<file path="config.mk">
export PLATFORM = sky130hd
export DESIGN_NAME = dl11_top
export DESIGN_NICKNAME = d
export VERILOG_FILES = /design/src/source/dl11_pkg.sv /design/src/source/baud_gen.sv /design/src/source/dl11_regs.sv /design/src/source/dl11_top.sv /design/src/source/uart_rx.sv /design/src/source/uart_tx.sv
export SDC_FILE = /design/constraint.sdc
export NUM_CORES = 1
export LEC_CHECK = 0
export BUFFER_PORTS_ARGS = -buffer_cell sky130_fd_sc_hd__clkbuf_2
export CORE_MARGIN = 10
export CORE_UTILIZATION = 45
export CTS_CLUSTER_DIAMETER = 150
export DETAILED_ROUTE_END_ITERATION = 16
export PLACE_DENSITY = 0.7
export REMOVE_ABC_BUFFERS = 1
export SETUP_SLACK_MARGIN = 0.05
export SLEW_MARGIN = 25
export SYNTH_ARGS = -nofsm -noshare
export SYNTH_HDL_FRONTEND = slang
export SYNTH_SLANG_ARGS = --single-unit
</file>
<file path="constraint.sdc">
create_clock -name clk -period 1.77 [get_ports clk]
set_input_delay 0.177 -clock clk [delete_from_list [all_inputs] [get_ports clk]]
set_output_delay 0.177 -clock clk [all_outputs]
set_load 0.01 [all_outputs]
</file>
<file path="src/source/dl11_pkg.sv">
/* Shared constants and state types for the DL11 console interface.
   Register offsets are byte offsets from the device base in the I/O page.
   Both CSRs place done and interrupt enable at the same bit positions. */
package dl11_pkg;

   // register offsets from csr_base, even word addresses
   parameter logic [12:0] rcsr_off = 13'd0;
   parameter logic [12:0] rbuf_off = 13'd2;
   parameter logic [12:0] xcsr_off = 13'd4;
   parameter logic [12:0] xbuf_off = 13'd6;

   // csr bit positions, same in rcsr and xcsr
   parameter int csr_done_bit = 7;
   parameter int csr_ie_bit   = 6;

   // vector offsets from vector_base
   parameter logic [7:0] rx_vec_off = 8'd0;   // receiver, higher priority
   parameter logic [7:0] tx_vec_off = 8'd4;

   // ticks per bit time on the serial line
   parameter int os_rate = 16;

   // transmitter handshake towards uart_tx
   typedef enum logic [1:0] {
      tto_ready,   // xcsr done set, waiting for xbuf write
      tto_send,    // waiting for uart_tx to go idle
      tto_wait     // frame in flight
   } tto_state_t;

   // receive buffer
   typedef enum logic {
      tti_empty,
      tti_full
   } tti_state_t;

   // receiver line states
   typedef enum logic [1:0] {
      rx_idle,
      rx_start,
      rx_data,
      rx_stop
   } rx_state_t;

   // transmitter line states
   typedef enum logic [1:0] {
      tx_idle,
      tx_start,
      tx_data,
      tx_stop
   } tx_state_t;

endpackage

</file>
<file path="src/source/baud_gen.sv">
/* Oversample tick generator, one clk wide pulse every clks_per_tick clocks.
   The serial bit time is os_rate ticks. clks_per_tick must be at least 1. */
`timescale 1ns/10ps

module baud_gen #(
   parameter int clks_per_tick = 4
) (
   input  logic clk,
   input  logic reset,
   output logic os_tick
);

   localparam int cnt_w = (clks_per_tick > 1) ? $clog2(clks_per_tick) : 1;
   localparam logic [cnt_w-1:0] cnt_last = cnt_w'(clks_per_tick - 1);

   logic [cnt_w-1:0] count;

   always_ff @(posedge clk)
   begin
      if (reset)
      begin
         count   <= '0;
         os_tick <= 1'b0;
      end
      else if (count == cnt_last)
      begin
         count   <= '0;
         os_tick <= 1'b1;   // wrap marks the tick
      end
      else
      begin
         count   <= count + 1'b1;
         os_tick <= 1'b0;
      end
   end

endmodule

</file>
<file path="src/source/dl11_regs.sv">
/* DL11 register block with RCSR, RBUF, XCSR and XBUF at csr_base + 0, 2, 4 and 6.
   Reads are combinational and gated by bus_rd, writes land on the clock edge.
   An unread received byte is overwritten by the next one, no overrun flag.
   A byte write to the odd XBUF address sends data_in[15:8]. */
`timescale 1ns/10ps

module dl11_regs #(
   parameter logic [12:0] csr_base    = 13'o17560,
   parameter logic [7:0]  vector_base = 8'o60
) (
   input  logic        clk,
   input  logic        reset,
   input  logic [12:0] bus_addr,
   input  logic [15:0] data_in,
   input  logic        bus_rd,
   input  logic        bus_wr,
   input  logic        bus_byte_op,
   input  logic        interrupt_ack,
   input  logic        tx_busy,
   input  logic        rx_valid,
   input  logic [7:0]  rx_data,
   output logic [15:0] data_out,
   output logic        decode,
   output logic        interrupt,
   output logic [7:0]  vector,
   output logic        tx_start,
   output logic [7:0]  tx_data
);

   import dl11_pkg::*;

   logic [12:0] offset;
   logic [12:0] word_off;
   logic [15:0] reg_out;
   logic [15:0] reg_in;
   logic [15:0] xbuf;
   logic [7:0]  rbuf;
   logic        lo_lane;
   logic        rcsr_wr, xcsr_wr, xbuf_wr, rbuf_rd;
   logic        rx_int_enable, tx_int_enable;
   logic        rx_int, tx_int;
   logic        rx_pending, tx_pending;
   logic        rx_done, tx_done;
   logic        assert_rx_int, assert_tx_int;
   logic        clear_rx_int, clear_tx_int;
   tto_state_t  tto_state;
   tti_state_t  tti_state;

   // eight byte addresses from csr_base
   assign offset   = bus_addr - csr_base;
   assign decode   = (offset < 13'd8);
   assign word_off = {offset[12:1], 1'b0};

   always_comb
   begin
      reg_out = '0;
      case (word_off)
         rcsr_off:
         begin
            reg_out[csr_done_bit] = rx_done;
            reg_out[csr_ie_bit]   = rx_int_enable;
         end
         rbuf_off: reg_out[7:0] = rbuf;
         xcsr_off:
         begin
            reg_out[csr_done_bit] = tx_done;
            reg_out[csr_ie_bit]   = tx_int_enable;
         end
         xbuf_off: reg_out = xbuf;
         default: reg_out = '0;
      endcase
   end

   // byte reads come back in the low lane
   assign data_out = !(bus_rd && decode) ? 16'b0 :
                     !bus_byte_op        ? reg_out :
                     {8'b0, bus_addr[0] ? reg_out[15:8] : reg_out[7:0]};

   assign reg_in  = (bus_byte_op && bus_addr[0]) ? {8'b0, data_in[15:8]} : data_in;
   assign lo_lane = !(bus_byte_op && bus_addr[0]);   // csr bits live in low byte

   assign rcsr_wr = bus_wr && decode && (word_off == rcsr_off) && lo_lane;
   assign xcsr_wr = bus_wr && decode && (word_off == xcsr_off) && lo_lane;
   assign xbuf_wr = bus_wr && decode && (word_off == xbuf_off);
   assign rbuf_rd = bus_rd && decode && (word_off == rbuf_off);   // word or byte

   always_ff @(posedge clk)
   begin
      if (reset)
      begin
         xbuf          <= '0;
         rx_int_enable <= 1'b0;
         tx_int_enable <= 1'b0;
      end
      else
      begin
         if (rcsr_wr)
            rx_int_enable <= reg_in[csr_ie_bit];
         if (xcsr_wr)
            tx_int_enable <= reg_in[csr_ie_bit];
         if (xbuf_wr)
            xbuf <= reg_in;   // also while busy, only the buffer changes
      end
   end

   always_ff @(posedge clk)
   begin
      if (rx_valid)
         rbuf <= rx_data;
   end

   // done drops after the xbuf write, start pulse a cycle later
   always_ff @(posedge clk)
   begin
      if (reset)
      begin
         tto_state <= tto_ready;
         tx_start  <= 1'b0;
      end
      else
      begin
         tx_start <= 1'b0;
         case (tto_state)
            tto_ready:
               if (xbuf_wr)
                  tto_state <= tto_send;
            tto_send:
               if (!tx_busy)
               begin
                  tx_start  <= 1'b1;
                  tto_state <= tto_wait;
               end
            tto_wait:   // busy is still low while the start pulse is out
               if (!tx_busy && !tx_start)
                  tto_state <= tto_ready;
            default: tto_state <= tto_ready;
         endcase
      end
   end

   assign tx_data = xbuf[7:0];
   assign tx_done = (tto_state == tto_ready);

   always_ff @(posedge clk)
   begin
      if (reset)
         tti_state <= tti_empty;
      else if (rx_valid)
         tti_state <= tti_full;   // wins over a read in the same cycle
      else if (rbuf_rd)
         tti_state <= tti_empty;
   end

   assign rx_done = (tti_state == tti_full);

   // requests latch regardless of enable, the enables gate what is shown
   assign rx_pending = rx_int && rx_int_enable;
   assign tx_pending = tx_int && tx_int_enable;

   assign assert_tx_int = (tto_state == tto_wait) && !tx_busy && !tx_start;
   assign assert_rx_int = rx_valid ||
                          (rcsr_wr && reg_in[csr_ie_bit] && !rx_int_enable && rx_done);
   assign clear_rx_int  = (interrupt_ack && rx_pending) || rbuf_rd;
   assign clear_tx_int  = (interrupt_ack && tx_pending && !rx_pending) || xbuf_wr;

   always_ff @(posedge clk)
   begin
      if (reset)
      begin
         rx_int <= 1'b0;
         tx_int <= 1'b0;
      end
      else
      begin
         if (assert_rx_int)
            rx_int <= 1'b1;
         else if (clear_rx_int)
            rx_int <= 1'b0;

         if (assert_tx_int)
            tx_int <= 1'b1;
         else if (clear_tx_int)
            tx_int <= 1'b0;
      end
   end

   assign interrupt = rx_pending || tx_pending;
   assign vector    = rx_pending ? vector_base + rx_vec_off :   // receiver first
                      tx_pending ? vector_base + tx_vec_off :
                      8'b0;

endmodule

</file>
<file path="src/source/dl11_top.sv">
/* DL11 console interface top, single clk domain.
   Baud rate is clk / (clks_per_tick * 16), csr_base must be 8 byte aligned. */
`timescale 1ns/10ps

module dl11_top #(
   parameter logic [12:0] csr_base      = 13'o17560,
   parameter logic [7:0]  vector_base   = 8'o60,
   parameter int          clks_per_tick = 4
) (
   input  logic        clk,
   input  logic        reset,
   input  logic [12:0] bus_addr,
   input  logic [15:0] data_in,
   input  logic        bus_rd,
   input  logic        bus_wr,
   input  logic        bus_byte_op,
   output logic [15:0] data_out,
   output logic        decode,
   output logic        interrupt,
   input  logic        interrupt_ack,
   output logic [7:0]  vector,
   output logic        rs232_tx,
   input  logic        rs232_rx
);

   logic       os_tick;
   logic       tx_start;
   logic [7:0] tx_data;
   logic       tx_busy;
   logic       rx_valid;
   logic [7:0] rx_data;

   dl11_regs #(
      .csr_base    (csr_base),
      .vector_base (vector_base)
   ) regs (
      .clk           (clk),
      .reset         (reset),
      .bus_addr      (bus_addr),
      .data_in       (data_in),
      .bus_rd        (bus_rd),
      .bus_wr        (bus_wr),
      .bus_byte_op   (bus_byte_op),
      .interrupt_ack (interrupt_ack),
      .tx_busy       (tx_busy),
      .rx_valid      (rx_valid),
      .rx_data       (rx_data),
      .data_out      (data_out),
      .decode        (decode),
      .interrupt     (interrupt),
      .vector        (vector),
      .tx_start      (tx_start),
      .tx_data       (tx_data)
   );

   baud_gen #(
      .clks_per_tick (clks_per_tick)
   ) brg (
      .clk     (clk),
      .reset   (reset),
      .os_tick (os_tick)
   );

   // both halves share the oversample tick
   uart_tx tx (
      .clk      (clk),
      .reset    (reset),
      .os_tick  (os_tick),
      .tx_start (tx_start),
      .tx_data  (tx_data),
      .tx_busy  (tx_busy),
      .tx_out   (rs232_tx)
   );

   uart_rx rx (
      .clk      (clk),
      .reset    (reset),
      .os_tick  (os_tick),
      .rx_in    (rs232_rx),
      .rx_valid (rx_valid),
      .rx_data  (rx_data)
   );

endmodule

</file>
<file path="src/source/uart_rx.sv">
/* 8N1 receiver with os_rate oversampling and a two flop line synchronizer.
   The start bit is rechecked at mid-bit, data and stop are sampled at mid-bit.
   A frame with a low stop bit is dropped and no rx_valid is given for it. */
`timescale 1ns/10ps

module uart_rx (
   input  logic       clk,
   input  logic       reset,
   input  logic       os_tick,
   input  logic       rx_in,
   output logic       rx_valid,
   output logic [7:0] rx_data
);

   import dl11_pkg::*;

   localparam int tick_w = $clog2(os_rate);
   localparam logic [tick_w-1:0] tick_last = tick_w'(os_rate - 1);
   localparam logic [tick_w-1:0] tick_half = tick_w'(os_rate / 2 - 1);

   logic              rx_meta;
   logic              rx_sync;
   rx_state_t         state;
   logic [tick_w-1:0] tick_cnt;
   logic [2:0]        bit_idx;
   logic [7:0]        shift;
   logic              bit_end;

   // line idles high, so the synchronizer resets to mark
   always_ff @(posedge clk)
   begin
      if (reset)
      begin
         rx_meta <= 1'b1;
         rx_sync <= 1'b1;
      end
      else
      begin
         rx_meta <= rx_in;
         rx_sync <= rx_meta;
      end
   end

   assign bit_end = os_tick && (tick_cnt == tick_last);

   always_ff @(posedge clk)
   begin
      if (reset)
      begin
         state    <= rx_idle;
         tick_cnt <= '0;
         bit_idx  <= '0;
         rx_valid <= 1'b0;
      end
      else
      begin
         rx_valid <= 1'b0;
         if (os_tick && state != rx_idle)
            tick_cnt <= bit_end ? '0 : tick_cnt + 1'b1;

         case (state)
            rx_idle:
               if (os_tick && !rx_sync)
               begin
                  state    <= dl11_pkg::rx_start;   // falling edge seen
                  tick_cnt <= '0;
               end
            dl11_pkg::rx_start:
               if (os_tick && tick_cnt == tick_half)
               begin
                  if (!rx_sync)
                  begin
                     state    <= dl11_pkg::rx_data;
                     tick_cnt <= '0;   // from here bit_end lands mid-bit
                     bit_idx  <= '0;
                  end
                  else
                     state <= rx_idle;   // glitch, not a start bit
               end
            dl11_pkg::rx_data:
               if (bit_end)
               begin
                  bit_idx <= bit_idx + 1'b1;
                  if (bit_idx == 3'd7)
                     state <= rx_stop;
               end
            rx_stop:
               if (bit_end)
               begin
                  state    <= rx_idle;
                  rx_valid <= rx_sync;   // framing error drops the byte
               end
            default: state <= rx_idle;
         endcase
      end
   end

   // lsb arrives first, shifted in from the top
   always_ff @(posedge clk)
   begin
      if (state == dl11_pkg::rx_data && bit_end)
         shift <= {rx_sync, shift[7:1]};
   end

   assign rx_data = shift;

endmodule

</file>
<file path="src/source/uart_tx.sv">
/* 8N1 serializer, LSB first, one bit per os_rate oversample ticks.
   tx_start is taken only while idle, and tx_busy rises the cycle after it.
   The start bit may run up to one tick short since ticks are free running. */
`timescale 1ns/10ps

module uart_tx (
   input  logic       clk,
   input  logic       reset,
   input  logic       os_tick,
   input  logic       tx_start,
   input  logic [7:0] tx_data,
   output logic       tx_busy,
   output logic       tx_out
);

   import dl11_pkg::*;

   localparam int tick_w = $clog2(os_rate);
   localparam logic [tick_w-1:0] tick_last = tick_w'(os_rate - 1);

   tx_state_t         state;
   logic [tick_w-1:0] tick_cnt;
   logic [2:0]        bit_idx;
   logic [7:0]        shift;
   logic              bit_end;

   assign bit_end = os_tick && (tick_cnt == tick_last);

   always_ff @(posedge clk)
   begin
      if (reset)
      begin
         state    <= tx_idle;
         tick_cnt <= '0;
         bit_idx  <= '0;
      end
      else
      begin
         if (state == tx_idle || bit_end)
            tick_cnt <= '0;                 // each bit restarts the count
         else if (os_tick)
            tick_cnt <= tick_cnt + 1'b1;

         case (state)
            tx_idle:
               if (tx_start)
                  state <= dl11_pkg::tx_start;
            dl11_pkg::tx_start:
               if (bit_end)
               begin
                  state   <= dl11_pkg::tx_data;
                  bit_idx <= '0;
               end
            dl11_pkg::tx_data:
               if (bit_end)
               begin
                  bit_idx <= bit_idx + 1'b1;
                  if (bit_idx == 3'd7)
                     state <= tx_stop;
               end
            tx_stop:
               if (bit_end)
                  state <= tx_idle;
            default: state <= tx_idle;
         endcase
      end
   end

   // data shifts right so bit 0 is always the one on the line
   always_ff @(posedge clk)
   begin
      if (state == tx_idle && tx_start)
         shift <= tx_data;
      else if (state == dl11_pkg::tx_data && bit_end)
         shift <= {1'b1, shift[7:1]};
   end

   assign tx_busy = (state != tx_idle);
   assign tx_out  = (state == dl11_pkg::tx_start) ? 1'b0 :
                    (state == dl11_pkg::tx_data)  ? shift[0] :
                    1'b1;                  // idle and stop are mark

endmodule

</file>
==> metrics, run 1 <==
post-synthesis cell type count=50; maximum frequency from static timing analysis=567 MHz; Pwr Total=0.00319 W; proportion of synthesized flip-flops having asynchronous set or reset=0%; main combinational cell family by area after synthesis=simple AND/OR/NAND/NOR gates; type of the worst setup path=reg -> out; leakage power=1.73 nW; Initial Utilization=between 40 and 50%; number of hold-slack violations in the final timing report=0; Slew Limit Headroom=66.1%; TritonCTS clock tree=done; number of instances in the synthesized netlist=around 370; die footprint=around 0.012 mm2; overflow left after global routing=0; H-tree levels=3; Die Width=110 um; path category of the worst min-delay check=in -> reg; DRT iter0 DRCs=114; Core Area=roughly 0.0078 mm2; xor/xnor cell area share of the yosys netlist=1.19%; Max FO, Critical Path=2; Layout Area Growth over Synthesis=17.7%; CTS sink cnt=72; DP Wirelength=approximately 6300 um; sequential-to-total area share from yosys stat=45.7%; power density cells=739 mW/mm2; IO Pins=63; Nets=480; deepest clock path buffer count=2; drt first pass iters=4; clock-pin slew on the worst setup and hold paths=approximately 0.07 ns; number of warnings reported in the yosys synthesis log=0; # port buffers=57; number of antenna violations at the first check in global routing=0; type of origin of the critical path=register; Post-Synthesis Cell Area=0.00368 mm2; max-slew violation count=0; number of antenna repair diodes=0; gpl congestion=between 0.8 and 0.9; Filler cells=725; Rows=32; Post-Synth Adder-Cell Area=around 4%; share of the clock period used by the worst path=99.7%; Post-synth EDFFs=24; detailed-route via count=2855; final critical delay including setup and external delays=roughly 1.8 ns; final wirelength=8360 um; number of global-route vias before repair=roughly 2800; unrepaired setup endpoints after global routing=true; proportion of layout cells with a drive suffix above 1=between 20 and 30%; peak supply drop=0.391 mV; library cell occupying the most area in the post-synthesis netlist=sky130_fd_sc_hd__dfxtp_1; result of the run=finished, final reports clean; Avg Synthesized Cell Area=approximately 10 um2; Worst EP required=1.59 ns; Least-Margin Pin Slew=~0.51 ns; portion of synthesized cell area occupied by the leading cell type=26.1%; Clk Latency, worst-skew pair=0.35 ns; number of maximum-capacitance constraint violations=0; largest net degree at the start of global routing=32; Vert. Die Dim=~110 um; detail-routed net length per standard cell=15.5 um; synthesized-area fraction occupied by and/or/nand/nor cells=between 20% and 30%; via/cell ratio=5.30; primary flip-flop cell chosen by synthesis mapping=sky130_fd_sc_hd__dfxtp_1; Critical Path End Type=primary output; TritonCTS buffer count=9; area of combinational cells with multiple inputs=~0.0018 mm2; portion of netlist area occupied by mux cells=11.5%; synth top area cells=sky130_fd_sc_hd__dfxtp_1, sky130_fd_sc_hd__edfxtp_1, sky130_fd_sc_hd__mux2i_1; Max Clock Skew=~0.014 ns; crit path setup slack, layout=0.00556 ns; antenna violation net count after detailed routing=0; wire length of the first global-routing pass=between 10000 and 15000 um; Synth Area in Compound Gates=9.60%; flip-flop and latch area=0.00169 mm2; Worst EP arrival=1.59 ns; DP Worst Slack=-0.0632 ns; setup-violating endpoint count in the final report=0; gr usage total=13.8%; DRC errors left=0; flip-flop and latch count after synthesis=72; clock root cell=sky130_fd_sc_hd__clkbuf_8
[critical path, stage by stage, from the launching register on]
cell	delay (ns)
sky130_fd_sc_hd__dfxtp_4	0.35
sky130_fd_sc_hd__nor2_1	0.04
sky130_fd_sc_hd__mux4_2	0.47
sky130_fd_sc_hd__a22oi_2	0.17
sky130_fd_sc_hd__nor2_1	0.07
sky130_fd_sc_hd__clkbuf_2	0.13
[path summary, 6_finish.rpt]
path                          start            end  slack, ns  cells after the start
setup / recovery  regs.tto_state[0]    data_out[7]      0.006                      5
hold / removal          data_in[12]  regs.xbuf[12]       0.10                      3
setup reg to reg     tx.tick_cnt[0]    tx.state[0]       0.16                      5
hold reg to reg          rx.rx_meta     rx.rx_sync       0.41                      1
[placed cells by master, fill, tap and decap left out, types with 3 or more instances in the layout]
cell type / instances
sky130_fd_sc_hd__clkbuf_2: 55
sky130_fd_sc_hd__dfxtp_1: 46
sky130_fd_sc_hd__nand2_1: 26
sky130_fd_sc_hd__edfxtp_1: 24
sky130_fd_sc_hd__nor2_1: 23
sky130_fd_sc_hd__mux2i_1: 22
sky130_fd_sc_hd__buf_4: 21
sky130_fd_sc_hd__nand3b_1: 17
sky130_fd_sc_hd__nand2b_1: 16
sky130_fd_sc_hd__a21oi_1: 15
sky130_fd_sc_hd__mux2_2: 14
sky130_fd_sc_hd__o21ai_0: 13
sky130_fd_sc_hd__ha_1: 12
sky130_fd_sc_hd__and2_1: 11
sky130_fd_sc_hd__nor2b_1: 11
sky130_fd_sc_hd__clkbuf_8: 10
sky130_fd_sc_hd__nand4_1: 7
sky130_fd_sc_hd__inv_1: 7
sky130_fd_sc_hd__o41ai_1: 7
sky130_fd_sc_hd__nor3_1: 6
sky130_fd_sc_hd__or2_2: 5
sky130_fd_sc_hd__conb_1: 5
sky130_fd_sc_hd__nand3_1: 4
sky130_fd_sc_hd__and3_1: 4
sky130_fd_sc_hd__nand4b_1: 3
sky130_fd_sc_hd__or3_1: 3
sky130_fd_sc_hd__nor4b_1: 3
sky130_fd_sc_hd__xor2_1: 3
sky130_fd_sc_hd__clkinv_2: 3
[what timing repair did]
| action | in CTS | in global routing |
|---|---|---|
| gates resized for setup | 5 | 5 |
| hold buffers | 1 | 0 |
| hold endpoints to repair | 1 | 0 |
| buffers inserted | 2 | 1 |
| endpoints found under the setup margin | 15 | 22 |
| pin swaps | 1 | 0 |
[per-stage QoR]
step	TNS [ns]	hold WS [ns]	cell area [um2]	utilization [%]	instances
4_1_cts	-0.00515	0.0885	4300	54.8	538
3_3_place_gp	-0.197	0.362	4100	52.3	519
6_report	0	0.104	4330	55.1	539
5_1_grt	-0.0650	0.117	4330	55.1	539
3_5_place_dp	-0.613	0.363	4100	52.3	519
2_1_floorplan	-5.01	0.246	3530	-	341
[registers in the layout (all words and copies together), names as in the netlist, 2 cells and up, named ones only]
| name | cells |
|---|---|
| rx.rx_data | 8 |
| tx.tick_cnt | 4 |
| rx.tick_cnt | 4 |
| tx.shift | 8 |
| tx.state | 2 |
| regs.rbuf | 8 |
| regs.xbuf | 16 |
| brg.count | 2 |
| rx.bit_idx | 3 |
| tx.bit_idx | 3 |
| regs.tto_state | 2 |
[cells by family after synthesis]
| logic type | count (synthesis) |
|---|---|
| xor gates and xnor gates | 5 |
| and+or+nand+nor | 148 |
| adders and majority gates | 12 |
| buffers and inverters | 37 |
| AOI/OAI and AO/OA | 54 |
| DFF | 72 |
| muxes | 38 |
| other | 1 |
[routing by layer]
metal | vias to the layer above | track usage [%] | routed length [um]
met5 | - | 0 | 0
met4 | 0 | 5.78 | 95
met3 | 9 | 3.13 | 668
met2 | 77 | 22.8 | 4010
met1 | 1331 | 17.1 | 3590
li1 | 1438 | - | -
[synth_stat cells (all sizes together), types with 12 or more instances]
| library cell | count |
|---|---|
| dfxtp | 48 |
| nor2 | 23 |
| buf | 13 |
| mux2i | 22 |
| o21ai | 13 |
| nand3b | 17 |
| nand2 | 27 |
| clkbuf | 17 |
| ha | 12 |
| edfxtp | 24 |
| mux2 | 14 |
| nand2b | 16 |
| a21oi | 15 |
[power breakdown]
group	internal (W)	leakage [nW]	switching, W	total, W
sequential	0.00171	0.606	0.0000116	0.00172
combinational	0.000152	1.03	0.000188	0.000339
clock	0.000542	0.0905	0.000593	0.00113
[final cells by class]
cell class | instances | share of cell area, %
Multi-Input combinational cell | 262 | 42.7
Clock inverter | 4 | 0.492
Clock buffer | 12 | 3.36
Inverter | 7 | 0.607
Sequential cell | 72 | 39.0
Tap cell | 102 | 2.95
Timing Repair Buffer | 80 | 10.9
(Power assumes the default switching activity.)
==> run 2: changes to the inputs <==
--- a/config.mk
+++ b/config.mk
@@ -6,12 +6,13 @@
 export NUM_CORES = 1
 export LEC_CHECK = 0
 export BUFFER_PORTS_ARGS = -buffer_cell sky130_fd_sc_hd__clkbuf_2
+export CELL_PAD_IN_SITES_DETAIL_PLACEMENT = 2
+export CELL_PAD_IN_SITES_GLOBAL_PLACEMENT = 2
 export CORE_MARGIN = 10
-export CORE_UTILIZATION = 45
+export CORE_UTILIZATION = 32
 export CTS_CLUSTER_DIAMETER = 150
 export DETAILED_ROUTE_END_ITERATION = 16
-export PLACE_DENSITY = 0.7
-export REMOVE_ABC_BUFFERS = 1
+export PLACE_DENSITY = 0.77
 export SETUP_SLACK_MARGIN = 0.05
 export SLEW_MARGIN = 25
 export SYNTH_ARGS = -nofsm -noshare
==> run 2 against run 1 <==
Effect of this change: sequential share of layout area decreased by 3.0 points; core utilization shrank 14 points; sequential cell count unchanged; non-clock buffer count shrank 2; total power rose by 30%; global-route usage up 0.17 points; count of clock-buffer cells in the layout down 1; critical path type is now in -> out; critical endpoint is now data_out[6]; largest cell class unchanged.
==> metrics, run 2 (synthesized netlist as in run 1, its figures left out) <==
Final Instance Count excl. Fillers=578 (+7.2%); top cell family by delay on the critical path=simple AND/OR/NAND/NOR gates; Least-Margin Pin Slew=0.680 ns (+0.171 ns); most repeated library cell on the critical path=sky130_fd_sc_hd__buf_4; Critical Path End Type=primary output; final critical delay including setup and external delays=1.76 ns (-0.00751 ns); number of cells after detailed placement=558 (+7.5%); TritonCTS buffer count=9 (unchanged); reg-to-reg critical path endpoint=tx.state[0]; gpl congestion=0.835 (-0.63%); largest net degree at the start of global routing=33 (+3.1%); number of buffers inserted by hold repair at cts=0 (-1); clock-pin slew on the worst setup and hold paths=0.06 ns (about the same); die footprint=0.0162 mm2 (+33%); clock root cell=sky130_fd_sc_hd__clkbuf_16; Nets=478 (-0.42%); unrepaired setup endpoints after global routing=true; DRT iter0 DRCs=174 (+53%); Max FO, Critical Path=4 (+2); Worst EP arrival=1.58 ns (about the same); number of global-route vias before repair=3333 (+17%); H-tree levels=3 (unchanged); TritonCTS clock tree=done; Vert. Die Dim=127 um (+15%); post-route cell area=0.00470 mm2 (+8.6%); gr usage total=14.0% (+0.17 points); via/cell ratio=5.29 (-0.15%); wire length of the first global-routing pass=18100 um (+35%); detailed-route via count=3057 (+7.1%); area of combinational cells with multiple inputs=0.00195 mm2 (+5.6%); reg-to-reg slack, setup=0.13 ns (-0.03 ns); number of antenna violations at the first check in global routing=0 (unchanged); drt first pass iters=4 (unchanged); worst-case reg-to-reg path depth=7 (+2); crit path setup slack, layout=0.0131 ns (+0.00751 ns); detail-routed net length per standard cell=20.3 um (+31%); overflow left after global routing=0 (unchanged); share of the clock period used by the worst path=99.3% (-0.42 points); DRC errors left=0 (unchanged); result of the run=finished, final reports clean; Placed Area=0.00414 mm2 (+1.0%); antenna violation net count after detailed routing=0 (unchanged); flip-flop and latch area=0.00169 mm2 (+0.15%); path category of the worst min-delay check=in -> reg; Clk Latency, worst-skew pair=0.34 ns (about the same); Rows=39 (+22%); Worst EP required=1.59 ns (about the same); max-slew violation count=0 (unchanged); maximum frequency from static timing analysis=569 MHz (+0.43%); Initial Utilization=32.5% (-14 points); CTS sink cnt=72 (unchanged); Critical Path, Cell by Cell=buf_8 -> ha_4 -> nor4_4 -> buf_4 -> buf_4 -> nand3_1 -> nor2_1 -> clkbuf_2; # port buffers=57 (unchanged); final wirelength=11700 um (+40%); leakage power=1.83 nW (+6.0%); power density cells=882 mW/mm2 (+19%); cell count of the worst hold path=2 (-1); slowest stage cell, crit path=sky130_fd_sc_hd__nor4_4; buffers plus inverters on the worst setup path=4 (+3); startpoint of the lowest-slack register-to-register path=tx.state[0]; type of the worst setup path=in -> out; max reg flops=16 (unchanged); startpoint of the worst hold path=rs232_rx; DP Wirelength=8350 um (+33%); Layout Area Growth over Synthesis=27.8%; proportion of layout cells with a drive suffix above 1=33.6% (+5.9 points); Worst Hold Margin=0.0281 ns (-0.0759 ns); Worst setup startpoint=bus_addr[5]; Core Area=0.0113 mm2 (+44%); deepest clock path buffer count=2 (unchanged); type of origin of the critical path=primary input; DP Worst Slack=-0.164 ns (-0.101 ns); Filler cells=1205 (+66%); number of antenna repair diodes=0 (unchanged); peak supply drop=0.539 mV (+38%); number of hold-slack violations in the final timing report=0 (unchanged); most common cell after layout, fill and taps aside=sky130_fd_sc_hd__dfxtp_1; register with the highest flop count=regs.xbuf; number of maximum-capacitance constraint violations=0 (unchanged); stage delay of the slowest cell on the critical path=0.27 ns (-0.20 ns); IO Pins=63 (unchanged); Die Width=127 um (+15%); Slew Limit Headroom=54.7% (-11 points); setup-violating endpoint count in the final report=0 (unchanged); Min-Delay Endpoint=rx.rx_meta; Max Clock Skew=0.00597 ns (-0.00822 ns); highest-count cells in the layout ignoring fill and taps=sky130_fd_sc_hd__dfxtp_1, sky130_fd_sc_hd__clkbuf_2, sky130_fd_sc_hd__nand2_1, sky130_fd_sc_hd__edfxtp_1, sky130_fd_sc_hd__mux2i_1
## run 2: cell count changes in the layout (fill, tap and decap cells not counted), sizes merged
cell,previous run,this run
clkbuf,67,51
buf,24,38
bufinv,0,1
clkinvlp,0,1
dlygate4sd3,1,0
inv,8,7
## run 2: worst reg2reg max path: stages (launching register included)
cell	delay, ns
sky130_fd_sc_hd__dfxtp_1	0.38
sky130_fd_sc_hd__inv_1	0.11
sky130_fd_sc_hd__ha_1	0.24
sky130_fd_sc_hd__buf_4	0.17
sky130_fd_sc_hd__nor2b_2	0.16
sky130_fd_sc_hd__nor2_1	0.11
sky130_fd_sc_hd__a32oi_2	0.09
sky130_fd_sc_hd__a221oi_2	0.29
## run 2: how the worst max path moves through the flow
stage,end,cells after the start
after floorplan,regs.xbuf[10],7
after global placement,regs.xbuf[2],6
after detailed placement,regs.xbuf[12],7
after CTS,data_out[7],5
after global routing,data_out[7],5
final,data_out[6],8
## run 2: final cells by class
type | count | area share (%)
Sequential cell | 72 | 36.0
Tap cell | 143 | 3.81
Timing Repair Buffer | 78 | 11.1
Clock inverter | 5 | 1.28
Multi-Input combinational cell | 262 | 41.5
Clock buffer | 11 | 5.86
Inverter | 7 | 0.559
## run 2: layer usage
layer / up-vias / share of wire [%] / GRT usage [%] / wire length [um]
met3: 15 / 4.6 / 4.59 / 542
met5: - / 0 / 0 / 0
met2: 69 / 51 / 24.0 / 6030
li1: 1440 / - / - / -
met4: 0 / 1.8 / 5.16 / 214
met1: 1533 / 42 / 15.9 / 4940
## run 2: where the power goes
group / leakage (nW) / internal (W) / total (W) / switching [W]
clock network: 0.162 / 0.00127 / 0.00203 / 0.000762
registers: 0.606 / 0.00171 / 0.00172 / 0.0000126
logic: 1.06 / 0.000164 / 0.000392 / 0.000228
total: 1.83 / 0.00314 / 0.00414 / 0.00100
## run 2: through the flow
step	utilization [%]	power, W	setup TNS (ns)
2_1_floorplan	-	0.00197	0
3_3_place_gp	36.6	0.00209	-0.585
3_5_place_dp	36.6	0.00211	-2.02
4_1_cts	40.0	0.00414	0
5_1_grt	41.5	0.00429	-0.0751
6_report	41.5	0.00414	0
## run 2: timing repair
action / in CTS / in global routing
resized for setup: 10 / 55
endpoints found under the setup margin: 16 / 27
pin swaps: 1 / 3
setup buffers: 3 / 1
==> run 3: changes to the inputs <==
--- a/config.mk
+++ b/config.mk
@@ -9,10 +9,10 @@
 export CELL_PAD_IN_SITES_DETAIL_PLACEMENT = 2
 export CELL_PAD_IN_SITES_GLOBAL_PLACEMENT = 2
 export CORE_MARGIN = 10
-export CORE_UTILIZATION = 32
+export CORE_UTILIZATION = 38
 export CTS_CLUSTER_DIAMETER = 150
 export DETAILED_ROUTE_END_ITERATION = 16
-export PLACE_DENSITY = 0.77
+export PLACE_DENSITY = 0.86
 export SETUP_SLACK_MARGIN = 0.05
 export SLEW_MARGIN = 25
 export SYNTH_ARGS = -nofsm -noshare
==> constraint.sdc (replaced) <==
create_clock -name clk -period 2.2 [get_ports clk]
set_input_delay 0.22 -clock clk [delete_from_list [all_inputs] [get_ports clk]]
set_output_delay 0.22 -clock clk [all_outputs]
set_load 0.01 [all_outputs]
==> run 3 against run 2 <==
Effect of this change: clock skew increased by 0.0037 ns; hold slack better by 0.020 ns; sequential power down 19%; cell area fell by 9.7%; total power is 36% lower; worst setup slack better by 0.18 ns; core utilization up 4.0 points; largest cell class unchanged.
==> metrics, run 3 (synthesized netlist as in run 1, its figures left out) <==
number of cells after detailed placement=535 (-4.1%); number of antenna violations at the first check in global routing=0 (unchanged); unrepaired setup endpoints after global routing=false; peak supply drop=0.358 mV (-33%); final critical delay including setup and external delays=approximately 2 ns; Worst EP required=1.98 ns (+0.39 ns); number of global-route vias before repair=3190 (-4.3%); Worst EP arrival=1.78 ns (+0.20 ns); max reg flops=16 (unchanged); H-tree levels=3 (unchanged); final wirelength=10600 um (-9.6%); register with the highest flop count=regs.xbuf; overflow left after global routing=0 (unchanged); M3 GR Usage=3.62% (-0.97 points); Resized cells post-CTS=0 (-10); Max FO, Critical Path=7 (+3); drt first pass iters=4 (unchanged); path category of the worst min-delay check=in -> reg; TritonCTS clock tree=done; met1 global-route usage=18.0% (+2.1 points); power density cells=628 mW/mm2 (-29%); Slew Limit Headroom=55.4% (+0.76 points); post-route cell area=0.00424 mm2 (-9.7%); area of combinational cells with multiple inputs=0.00183 mm2 (-6.3%); antenna violation net count after detailed routing=0 (unchanged); share of the clock period used by the worst path=91.0%; Filler cells=1045 (-13%); number of antenna repair diodes=0 (unchanged); met2 capacity usage during global routing=26.0% (+2.0 points); die footprint=0.0140 mm2 (-13%); DP Wirelength=7950 um (-4.7%); max-slew violation count=0 (unchanged); Final Instance Count excl. Fillers=552 (-4.5%); IO Pins=63 (unchanged); Vert. Die Dim=118 um (-6.9%); result of the run=finished, final reports clean; Rows=35 (-10%); Core Area=0.00933 mm2 (-18%); layer with the highest usage after global routing=met2; largest net degree at the start of global routing=34 (+3.0%); Nets=466 (-2.5%); gr usage total=15.2% (+1.2 points); number of hold-slack violations in the final timing report=0 (unchanged); Clk Latency, worst-skew pair=0.36 ns (+0.02 ns); # port buffers=57 (unchanged); Max Clock Skew=0.00964 ns (+0.00367 ns); number of buffers inserted by hold repair at cts=0 (unchanged); Pwr Total=0.00266 W (-36%); Die Width=118 um (-6.9%); Worst Hold Margin=0.0479 ns (+0.0198 ns); Critical Path End Type=primary output; detail-routed net length per standard cell=19.2 um (-5.3%); maximum frequency from static timing analysis=499 MHz; DRT iter0 DRCs=118 (-32%); setup tns final=0 ns (unchanged); setup-violating endpoint count in the final report=0 (unchanged); gpl congestion=0.738 (-12%); via/cell ratio=5.31 (+0.36%); leakage power=1.66 nW (-9.5%); Initial Utilization=39.4% (+6.9 points); highest-count cells in the layout ignoring fill and taps=sky130_fd_sc_hd__clkbuf_2, sky130_fd_sc_hd__dfxtp_1, sky130_fd_sc_hd__nand2_1, sky130_fd_sc_hd__edfxtp_1, sky130_fd_sc_hd__nor2_1; clock root cell=sky130_fd_sc_hd__clkbuf_8; TritonCTS buffer count=9 (unchanged); reg-to-reg slack, setup=0.39 ns (+0.26 ns); type of the worst setup path=reg -> out; type of origin of the critical path=register; deepest clock path buffer count=2 (unchanged); most common cell after layout, fill and taps aside=sky130_fd_sc_hd__clkbuf_2; flip-flop and latch area=0.00168 mm2 (-0.44%); Placed Area=0.00405 mm2 (-2.2%); wire length of the first global-routing pass=17200 um (-5.0%); number of maximum-capacitance constraint violations=0 (unchanged); CTS sink cnt=72 (unchanged); clock-pin slew on the worst setup and hold paths=0.07 ns (about the same); Layout Area Growth over Synthesis=15.4%; proportion of layout cells with a drive suffix above 1=23.6% (-9.9 points); DRC errors left=0 (unchanged); Least-Margin Pin Slew=0.668 ns (-0.0114 ns); detailed-route via count=2930 (-4.2%)
[run 3: power breakdown]
part	switching (W)	total [W]	internal (W)
logic	0.000160	0.000266	0.000106
registers	0.0000105	0.00139	0.00138
clock network	0.000496	0.00101	0.000515
[run 3: critical path: stages (launching register included)]
cell and delay (ns):
sky130_fd_sc_hd__dfxtp_1 0.43, sky130_fd_sc_hd__nor2_1 0.13, sky130_fd_sc_hd__mux4_2 0.49, sky130_fd_sc_hd__a22oi_1 0.19, sky130_fd_sc_hd__nor2_1 0.07, sky130_fd_sc_hd__clkbuf_2 0.13
[run 3: what timing repair did]
action,in CTS,in global routing
setup endpoints to repair,0,4
setup buffers,0,1
endpoints found under the hold margin,0,0
[run 3: final timing paths]
path                 end               from  cells past startpoint
max          data_out[7]  regs.tto_state[0]                      5
min           rx.rx_meta           rs232_rx                      2
max reg2reg  tx.shift[7]        tx.state[0]                      4
min reg2reg   rx.rx_sync         rx.rx_meta                      1
[run 3: area by class of cell]
class	instances	area share, %
Multi-Input combinational cell	262	43.1
Sequential cell	72	39.7
Timing Repair Buffer	66	8.62
Tap cell	129	3.81
Clock buffer	11	3.10
Clock inverter	5	1.15
Inverter	7	0.620
[run 3: metal layers]
| metal | routed length [um] | part of all wire, % | vias up |
|---|---|---|---|
| li1 | - | - | 1412 |
| met1 | 4690 | 44 | 1448 |
| met2 | 5290 | 50 | 60 |
| met3 | 476 | 4.5 | 10 |
| met4 | 154 | 1.5 | 0 |
| met5 | 0 | 0 | - |
[run 3: metrics by stage]
stage | setup slack (ns) | util [%]
6_report | 0.197 | 45.5
5_1_grt | 0.0693 | 45.5
4_1_cts | 0.168 | 45.4
3_5_place_dp | 0.186 | 43.4
3_3_place_gp | 0.261 | 43.4
2_1_floorplan | 0.349 | -
